==> config.mk <==
export PLATFORM = sky130hd
export DESIGN_NAME = ddr_rw
export DESIGN_NICKNAME = d
export VERILOG_FILES = /design/src/hw/ddr_rw_pkg.sv /design/src/hw/ddr_rw.sv /design/src/hw/p1_read_sequencer.sv /design/src/hw/p0_write_sequencer.sv /design/src/hw/strobe_sync.sv
export SDC_FILE = /design/constraint.sdc
export NUM_CORES = 1
export LEC_CHECK = 0
export BUFFER_PORTS_ARGS = -buffer_cell sky130_fd_sc_hd__buf_4
export CORE_AREA = 2 2 137 139
export CTS_CLUSTER_SIZE = 30
export DETAILED_ROUTE_END_ITERATION = 12
export DIE_AREA = 0 0 139 141
export GPL_ROUTABILITY_DRIVEN = 0
export PLACE_DENSITY_LB_ADDON = 0.05
export SLEW_MARGIN = 20
export SYNTH_ARGS = -nofsm -noshare
export SYNTH_HDL_FRONTEND = slang
export SYNTH_HIERARCHICAL = 1
export SYNTH_SLANG_ARGS = --single-unit
==> constraint.sdc <==
create_clock -name c3_clk0 -period 7.3 [get_ports c3_clk0]
set_input_delay 1.46 -clock c3_clk0 [delete_from_list [all_inputs] [get_ports c3_clk0]]
set_output_delay 1.46 -clock c3_clk0 [all_outputs]
set_load 0.05 [all_outputs]
==> src/hw/ddr_rw_pkg.sv <==
`default_nettype none

package ddr_rw_pkg;

   ////////////////////////////////////////////////////////////
   // widths seen on the controller user port
   ////////////////////////////////////////////////////////////

   typedef logic [29:0] byte_addr_t;    // command byte address
   typedef logic [63:0] beat_t;         // one 64-bit data beat
   typedef logic [5:0]  burst_len_t;    // beats minus one
   typedef logic [2:0]  cmd_instr_t;
   typedef logic [1:0]  frame_slot_t;   // one of four frame buffers

   ////////////////////////////////////////////////////////////
   // frame map and command codes
   ////////////////////////////////////////////////////////////

   localparam byte_addr_t  FRAME_STRIDE     = 30'd10_000_000;  // bytes per slot
   localparam byte_addr_t  BEAT_BYTES       = 30'd8;
   localparam int          READ_BURST_BEATS = 40;              // one display line chunk
   localparam cmd_instr_t  CMD_WRITE        = 3'b010;
   localparam cmd_instr_t  CMD_READ         = 3'b001;
   localparam frame_slot_t READ_SLOT_OFFSET = 2'd2;            // reader trails writer

   // port 0 write sequence, one camera beat per pass
   typedef enum logic [2:0] {
      write_idle      = 3'd0,
      write_fifo      = 3'd1,
      write_data_done = 3'd2,
      write_cmd_start = 3'd3,
      write_cmd       = 3'd4,
      write_done      = 3'd5
   } write_state_t;

   // port 1 burst read command sequence
   typedef enum logic [1:0] {
      read_idle      = 2'd0,
      read_cmd_start = 2'd1,
      read_cmd       = 2'd2,
      read_done      = 2'd3
   } read_state_t;

endpackage

`default_nettype wire
==> src/hw/ddr_rw.sv <==
`default_nettype none

module ddr_rw import ddr_rw_pkg::*; #(
   parameter byte_addr_t frame_stride     = FRAME_STRIDE,
   parameter int         read_burst_beats = READ_BURST_BEATS
) (
   input  wire logic        c3_clk0,
   input  wire logic        rst,
   input  wire logic        calib_done,
   input  wire logic        wren,
   input  wire logic        rden,
   input  wire logic        rd_cmd,
   input  wire logic        addr_wr_set,
   input  wire logic        addr_rd_set,
   input  wire frame_slot_t frame_switch,
   input  wire beat_t       camera_data,
   input  wire beat_t       p1_rd_data,
   input  wire logic        p0_wr_full,
   input  wire logic        p0_cmd_full,
   input  wire logic        p1_cmd_full,
   output logic             p0_wr_en,
   output logic             p0_cmd_en,
   output beat_t            p0_wr_data,
   output byte_addr_t       p0_cmd_byte_addr,
   output cmd_instr_t       p0_cmd_instr,
   output burst_len_t       p0_cmd_bl,
   output logic             p1_cmd_en,
   output logic             p1_rd_en,
   output byte_addr_t       p1_cmd_byte_addr,
   output cmd_instr_t       p1_cmd_instr,
   output burst_len_t       p1_cmd_bl,
   output beat_t            rd_data
);

   logic wr_req;
   logic rd_cmd_req;
   logic wr_addr_load;
   logic rd_addr_load;

   // fixed command fields
   assign p0_cmd_instr = CMD_WRITE;
   assign p0_cmd_bl    = '0;                                 // single beat
   assign p1_cmd_instr = CMD_READ;
   assign p1_cmd_bl    = burst_len_t'(read_burst_beats - 1);
   assign rd_data      = p1_rd_data;                         // straight to the display

   ////////////////////////////////////////////////////////////
   // sync stage and the two port sequencers
   ////////////////////////////////////////////////////////////

   strobe_sync u_strobe_sync (
      .c3_clk0      (c3_clk0),
      .rst          (rst),
      .calib_done   (calib_done),
      .wren         (wren),
      .rden         (rden),
      .rd_cmd       (rd_cmd),
      .addr_wr_set  (addr_wr_set),
      .addr_rd_set  (addr_rd_set),
      .wr_req       (wr_req),
      .rd_req       (p1_rd_en),       // one read strobe per rden toggle
      .rd_cmd_req   (rd_cmd_req),
      .wr_addr_load (wr_addr_load),
      .rd_addr_load (rd_addr_load)
   );

   p0_write_sequencer #(
      .frame_stride (frame_stride)
   ) u_p0_write_sequencer (
      .c3_clk0          (c3_clk0),
      .rst              (rst),
      .calib_done       (calib_done),
      .wr_req           (wr_req),
      .wr_addr_load     (wr_addr_load),
      .frame_switch     (frame_switch),
      .camera_data      (camera_data),
      .p0_wr_full       (p0_wr_full),
      .p0_cmd_full      (p0_cmd_full),
      .p0_wr_en         (p0_wr_en),
      .p0_cmd_en        (p0_cmd_en),
      .p0_wr_data       (p0_wr_data),
      .p0_cmd_byte_addr (p0_cmd_byte_addr)
   );

   p1_read_sequencer #(
      .frame_stride     (frame_stride),
      .read_burst_beats (read_burst_beats)
   ) u_p1_read_sequencer (
      .c3_clk0          (c3_clk0),
      .rst              (rst),
      .calib_done       (calib_done),
      .rd_cmd_req       (rd_cmd_req),
      .rd_addr_load     (rd_addr_load),
      .frame_switch     (frame_switch),
      .p1_cmd_full      (p1_cmd_full),
      .p1_cmd_en        (p1_cmd_en),
      .p1_cmd_byte_addr (p1_cmd_byte_addr)
   );

endmodule

`default_nettype wire

==> src/hw/p1_read_sequencer.sv <==
`default_nettype none

module p1_read_sequencer import ddr_rw_pkg::*; #(
   parameter byte_addr_t frame_stride     = FRAME_STRIDE,
   parameter int         read_burst_beats = READ_BURST_BEATS
) (
   input  wire logic        c3_clk0,
   input  wire logic        rst,
   input  wire logic        calib_done,
   input  wire logic        rd_cmd_req,     // one-cycle, from strobe_sync
   input  wire logic        rd_addr_load,   // one-cycle, new read frame
   input  wire frame_slot_t frame_switch,
   input  wire logic        p1_cmd_full,
   output logic             p1_cmd_en,
   output byte_addr_t       p1_cmd_byte_addr
);

   // bytes covered by one burst, 40 beats of 8 bytes
   localparam byte_addr_t burst_step = byte_addr_t'(read_burst_beats) * BEAT_BYTES;

   read_state_t state;
   frame_slot_t rd_slot;   // wraps modulo four
   logic        hold;

   assign hold    = rst || !calib_done;
   assign rd_slot = frame_switch + READ_SLOT_OFFSET;

   ////////////////////////////////////////////////////////////
   // burst read command sequence
   ////////////////////////////////////////////////////////////

   always_ff @(posedge c3_clk0) begin
      if (hold) begin
         state            <= read_idle;
         p1_cmd_en        <= 1'b0;
         p1_cmd_byte_addr <= frame_stride;   // slot 1 until the first frame select
      end else if (rd_addr_load) begin
         p1_cmd_en        <= 1'b0;
         p1_cmd_byte_addr <= byte_addr_t'(rd_slot) * frame_stride;
      end else begin
         case (state)
            read_idle: begin
               if (rd_cmd_req) begin
                  state <= read_cmd_start;
               end
            end
            read_cmd_start: begin
               if (!p1_cmd_full) begin  // wait for command FIFO space
                  state <= read_cmd;
               end
            end
            read_cmd: begin
               p1_cmd_en <= 1'b1;
               state     <= read_done;
            end
            read_done: begin
               p1_cmd_en        <= 1'b0;
               p1_cmd_byte_addr <= p1_cmd_byte_addr + burst_step;
               state            <= read_idle;
            end
            default: begin
               p1_cmd_en <= 1'b0;
               state     <= read_idle;
            end
         endcase
      end
   end

endmodule

`default_nettype wire

==> src/hw/p0_write_sequencer.sv <==
`default_nettype none

module p0_write_sequencer import ddr_rw_pkg::*; #(
   parameter byte_addr_t frame_stride = FRAME_STRIDE
) (
   input  wire logic        c3_clk0,
   input  wire logic        rst,
   input  wire logic        calib_done,
   input  wire logic        wr_req,        // one-cycle, from strobe_sync
   input  wire logic        wr_addr_load,  // one-cycle, new write frame
   input  wire frame_slot_t frame_switch,
   input  wire beat_t       camera_data,
   input  wire logic        p0_wr_full,
   input  wire logic        p0_cmd_full,
   output logic             p0_wr_en,
   output logic             p0_cmd_en,
   output beat_t            p0_wr_data,
   output byte_addr_t       p0_cmd_byte_addr
);

   write_state_t state;
   logic         hold;        // reset or memory not calibrated
   logic         take_beat;

   assign hold      = rst || !calib_done;
   assign take_beat = (state == write_idle) && wr_req && !wr_addr_load;

   // beat is held until the data FIFO accepts it
   always_ff @(posedge c3_clk0) begin
      if (take_beat) begin
         p0_wr_data <= camera_data;
      end
   end

   ////////////////////////////////////////////////////////////
   // data write then single-beat write command
   ////////////////////////////////////////////////////////////

   always_ff @(posedge c3_clk0) begin
      if (hold) begin
         state            <= write_idle;
         p0_wr_en         <= 1'b0;
         p0_cmd_en        <= 1'b0;
         p0_cmd_byte_addr <= '0;
      end else if (wr_addr_load) begin
         // frame restart wins, sequence stays where it is
         p0_wr_en         <= 1'b0;
         p0_cmd_en        <= 1'b0;
         p0_cmd_byte_addr <= byte_addr_t'(frame_switch) * frame_stride;
      end else begin
         case (state)
            write_idle: begin
               if (wr_req) begin
                  state <= write_fifo;
               end
            end
            write_fifo: begin
               if (!p0_wr_full) begin   // room for the beat
                  p0_wr_en <= 1'b1;
                  state    <= write_data_done;
               end
            end
            write_data_done: begin
               p0_wr_en <= 1'b0;
               state    <= write_cmd_start;
            end
            write_cmd_start: begin
               state <= write_cmd;       // lets the beat land before the command
            end
            write_cmd: begin
               if (!p0_cmd_full) begin
                  p0_cmd_en <= 1'b1;
                  state     <= write_done;
               end
            end
            write_done: begin
               p0_cmd_en        <= 1'b0;
               p0_cmd_byte_addr <= p0_cmd_byte_addr + BEAT_BYTES;  // next beat slot
               state            <= write_idle;
            end
            default: begin
               p0_wr_en  <= 1'b0;
               p0_cmd_en <= 1'b0;
               state     <= write_idle;
            end
         endcase
      end
   end

endmodule

`default_nettype wire

==> src/hw/strobe_sync.sv <==
`default_nettype none

module strobe_sync (
   input  wire logic c3_clk0,
   input  wire logic rst,
   input  wire logic calib_done,
   input  wire logic wren,          // camera beat ready, rising edge
   input  wire logic rden,          // display read enable, toggles
   input  wire logic rd_cmd,        // burst read request, rising edge
   input  wire logic addr_wr_set,   // toggles on each write frame start
   input  wire logic addr_rd_set,   // toggles on each read frame start
   output logic      wr_req,
   output logic      rd_req,
   output logic      rd_cmd_req,
   output logic      wr_addr_load,
   output logic      rd_addr_load
);

   localparam int n_strobes = 5;

   // bit order: wren, rden, rd_cmd, addr_wr_set, addr_rd_set
   // set bits fire on both edges, the rest on the rising edge only
   localparam logic [n_strobes-1:0] any_edge = 5'b11010;

   logic [n_strobes-1:0] strobe_in;
   logic [n_strobes-1:0] sync_a;   // first stage, may settle late
   logic [n_strobes-1:0] sync_b;   // settled level, one cycle older
   logic [n_strobes-1:0] pulse;    // registered edge detect

   assign strobe_in = {addr_rd_set, addr_wr_set, rd_cmd, rden, wren};

   ////////////////////////////////////////////////////////////
   // two-flop sync plus edge register
   ////////////////////////////////////////////////////////////

   always_ff @(posedge c3_clk0) begin
      if (rst || !calib_done) begin
         sync_a <= '0;
         sync_b <= '0;
         pulse  <= '0;
      end else begin
         sync_a <= strobe_in;
         sync_b <= sync_a;
         // a change, kept only if it is rising or the strobe toggles
         pulse  <= (sync_a ^ sync_b) & (any_edge | sync_a);
      end
   end

   assign wr_req       = pulse[0];
   assign rd_req       = pulse[1];
   assign rd_cmd_req   = pulse[2];
   assign wr_addr_load = pulse[3];
   assign rd_addr_load = pulse[4];

endmodule

`default_nettype wire

==> metrics.md <==
| Metric | Value |
|---|---|
| Status | finished clean |
| Static Leak | 3.092 nW |
| Final setup violation count | 0 |
| CTS Sinks | 138 |
| Gr usage total | 16.32% |
| Reg2Reg Setup Slack | 4.93 ns |
| ANT cells | 0 |
| Predominant post-synthesis flop cell | dfxtp_1 |
| Cell area after layout | 0.007951 sq mm |
| CTS tree | built |
| Post-synthesis cell area | 0.006346 sq mm |
| Pwr/cell area | 218.7 mW/mm^2 |
| Ys Warns | 6 |
| Core ar. | 0.01827 sq mm |
| Post-CTS Setup Inserts | 0 |
| Iter 0 DRT Violations | 199 |
| Max-cap violations | 0 |
| Commonest cells post-synth | buf_4 (92), dfxtp_1 (74), edfxtp_1 (64) |
| Initial Util | 34.74% |
| Post-Place Cells | 919 |
| DP Area | 0.007398 sq mm |
| Final Instance Count excl. Fillers | 951 |
| Pin count of the biggest net entering global routing | 65 |
| Min Tclk post-route | 2.922 ns |
| FF+latch count, synth | 138 |
| Fmax | 0.3422 GHz |
| Final Max Slew Viols | 0 |
| Cell taking the most area after synthesis | edfxtp_1 |
| Setup CP Type | input port to primary output |
| Initial antenna violation count | 0 |
| Drt wl/cell | 17.34 um |
| Initial DRT Pass Iterations | 4 |
| Critical path fanouts, max | 1 |
| Vias in the first global route | 4393 |
| Slew of the pin with the lowest slew margin | 0.9195 ns |
| Bufs on Longest Clock Path | 2 |
| Slew Limit Headroom | 38.61% |
| H-Tree Depth | 4 |
| Fin util | 43.53% |
| Die width | 139 um |
| Synth cell types | 62 |
| Count leader, synth | buf_4 |
| Area delta synth->final | 25.30% |
| Post-synth EDFFs | 64 |
| Peak VDD IR | 0.1508 mV |
| Fin. Hold Viols | 0 |
| Post-DP HPWL | 12350 um |
| Mean Syn Cell Area | 10.96 sq um |
| Fin Hold WS | 0.4013 ns |
| Startpoint Class | input port |
| Layout Skew | 0.007480 ns |
| Fin crit share | 40.03% |
| Worst skew pair latency | 0.41 ns |
| Drt via density | 4.927 |
| CTS buffer count | 17 |
| IO buf count | 195 |
| Post-DRT Antenna Nets | 0 |
| Row cnt | 50 |
| Data required, critical path | 5.84 ns |
| Worst Setup End Kind | primary output |
| CTS clk-pin slew, worst paths | 0.06 ns |
| Share of cells above drive strength 1 | 34.17% |
| Hold Crit Class | flip-flop to flip-flop |
| Post-CTS resize count | 0 |
| Post-synthesis sequential area ratio | 53.63% |
| Drc violations | 0 |
| Post-Synthesis Cells | 579 |
| First-pass GRT wire length | 24720 um |
| Synth async-reset ratio | 0% |
| Critical path data arrival time | 1.46 ns |
| Root Buffer | clkbuf_16 |
| I/O pin count | 351 |
| Yosys top cell area share | 30.28% |
| Setup TNS | 0 ns |
| NumNets Final | 857 |
| Ranking of synthesized cells by area | edfxtp_1 (30%), dfxtp_1 (23%), buf_4 (11%), ha_1 (2.4%), xor2_1 (2.1%) |
| Chip height | 141 um |
| Vias | 4686 |
| RSZ-0062 raised after global routing | no |
| Global route overflow | 0 |
| Wirelength, routed | 16490 um |
| Die area | 0.01960 sq mm |
| Hold-fix buffers, CTS | 0 |
## cells by family (layout without fill, tap and decap cells)
logic type,count (synthesis),count (layout),synth area share (%)
simple gates,173,173,16.27
flops,138,138,53.63
buf+inv,127,242,13.43
compound gates,98,98,10.29
xor+xnor,24,24,3.312
fa+ha+maj,12,12,2.366
other cells,4,27,0.2365
mux,3,3,0.4732
## worst register-to-register path, delay by kind of cell, from the launching register on
kind                       cells  cell delay (ns)
AOI/OAI and AO/OA              1             0.14
adders and majority gates      1             0.38
DFF                            1             0.38
and+or+nand+nor                3             1.41
## sequential cells by signal, summed over array words and instances (netlist names)
signal                                 flops
u_p0_write_sequencer/p0_cmd_en             1
u_p0_write_sequencer/p0_cmd_byte_addr     27
u_p1_read_sequencer/p1_cmd_byte_addr      24
u_p1_read_sequencer/p1_cmd_en              1
u_strobe_sync/pulse                        5
u_p0_write_sequencer/state                 3
u_strobe_sync/sync_b                       5
u_p1_read_sequencer/state                  2
u_p0_write_sequencer/p0_wr_data           64
u_p0_write_sequencer/p0_wr_en              1
u_strobe_sync/sync_a                       5
## metal layers
metal  part of all wire (%)  vias to the layer above  global-route usage [%]  routed length [um]
li1                       -                     2229                       -                   -
met5                      0                        -                       0                   0
met4                    1.9                        0                   6.699                 315
met3                    7.2                       39                   5.469                1193
met1                     43                     2203                   20.20                7162
met2                     47                      215                   26.32                7816
## path summary, 6_finish.rpt
| check | from | end | depth (start not counted) |
|---|---|---|---|
| worst min register to register | u_strobe_sync/sync_b[0] | u_strobe_sync/pulse[0] | 1 |
| worst max register to register | u_p1_read_sequencer/state[1] | u_p1_read_sequencer/p1_cmd_byte_addr[28] | 5 |
| worst min-delay path | u_strobe_sync/sync_b[0] | u_strobe_sync/pulse[0] | 1 |
| worst max-delay path | p1_rd_data[62] | rd_data[62] | 0 |
## final cells by class
| cell class | instances | area [sq um] |
|---|---|---|
| multi-input combinational | 337 | 2178 |
| clock inverter | 14 | 123.9 |
| timing repair buffer | 196 | 1471 |
| fill | 1780 | 10320 |
| sequential | 138 | 3403 |
| tap | 234 | 292.8 |
| inverter | 14 | 52.55 |
| clock buffer | 18 | 429.2 |
## cell usage in the layout, fill, tap and decap left out, types with 6 or more instances in the layout
cell       count
a21boi_0      11
a21oi_1       26
a31oi_1        6
and2_1        14
and4_1         6
buf_4        196
clkbuf_16     17
conb_1        27
dfxtp_1       74
edfxtp_1      64
ha_1          12
inv_1         14
nand2_1       26
nand3_1       12
nand4_1       19
nor2_1        29
nor2b_1        6
nor3_1         7
nor4_1         8
o21ai_0       14
o31ai_1       13
or3_1          6
or4_1         11
xnor2_1        9
xor2_1        15
## through the flow
step           setup WS, ns  power (mW)
2_1_floorplan         4.210       1.012
3_5_place_dp          4.378      0.9550
4_1_cts               4.378       1.766
5_1_grt               4.378       1.811
3_3_place_gp          4.378      0.9531
6_report              4.378       1.739
## report_power, final
part           switching, mW  total (mW)  internal (mW)
sequential           0.00566       0.822          0.817
clock                  0.333       0.802          0.468
combinational         0.0748       0.115         0.0400
total                  0.414        1.74           1.33
Power figures use the tool's default switching activity.
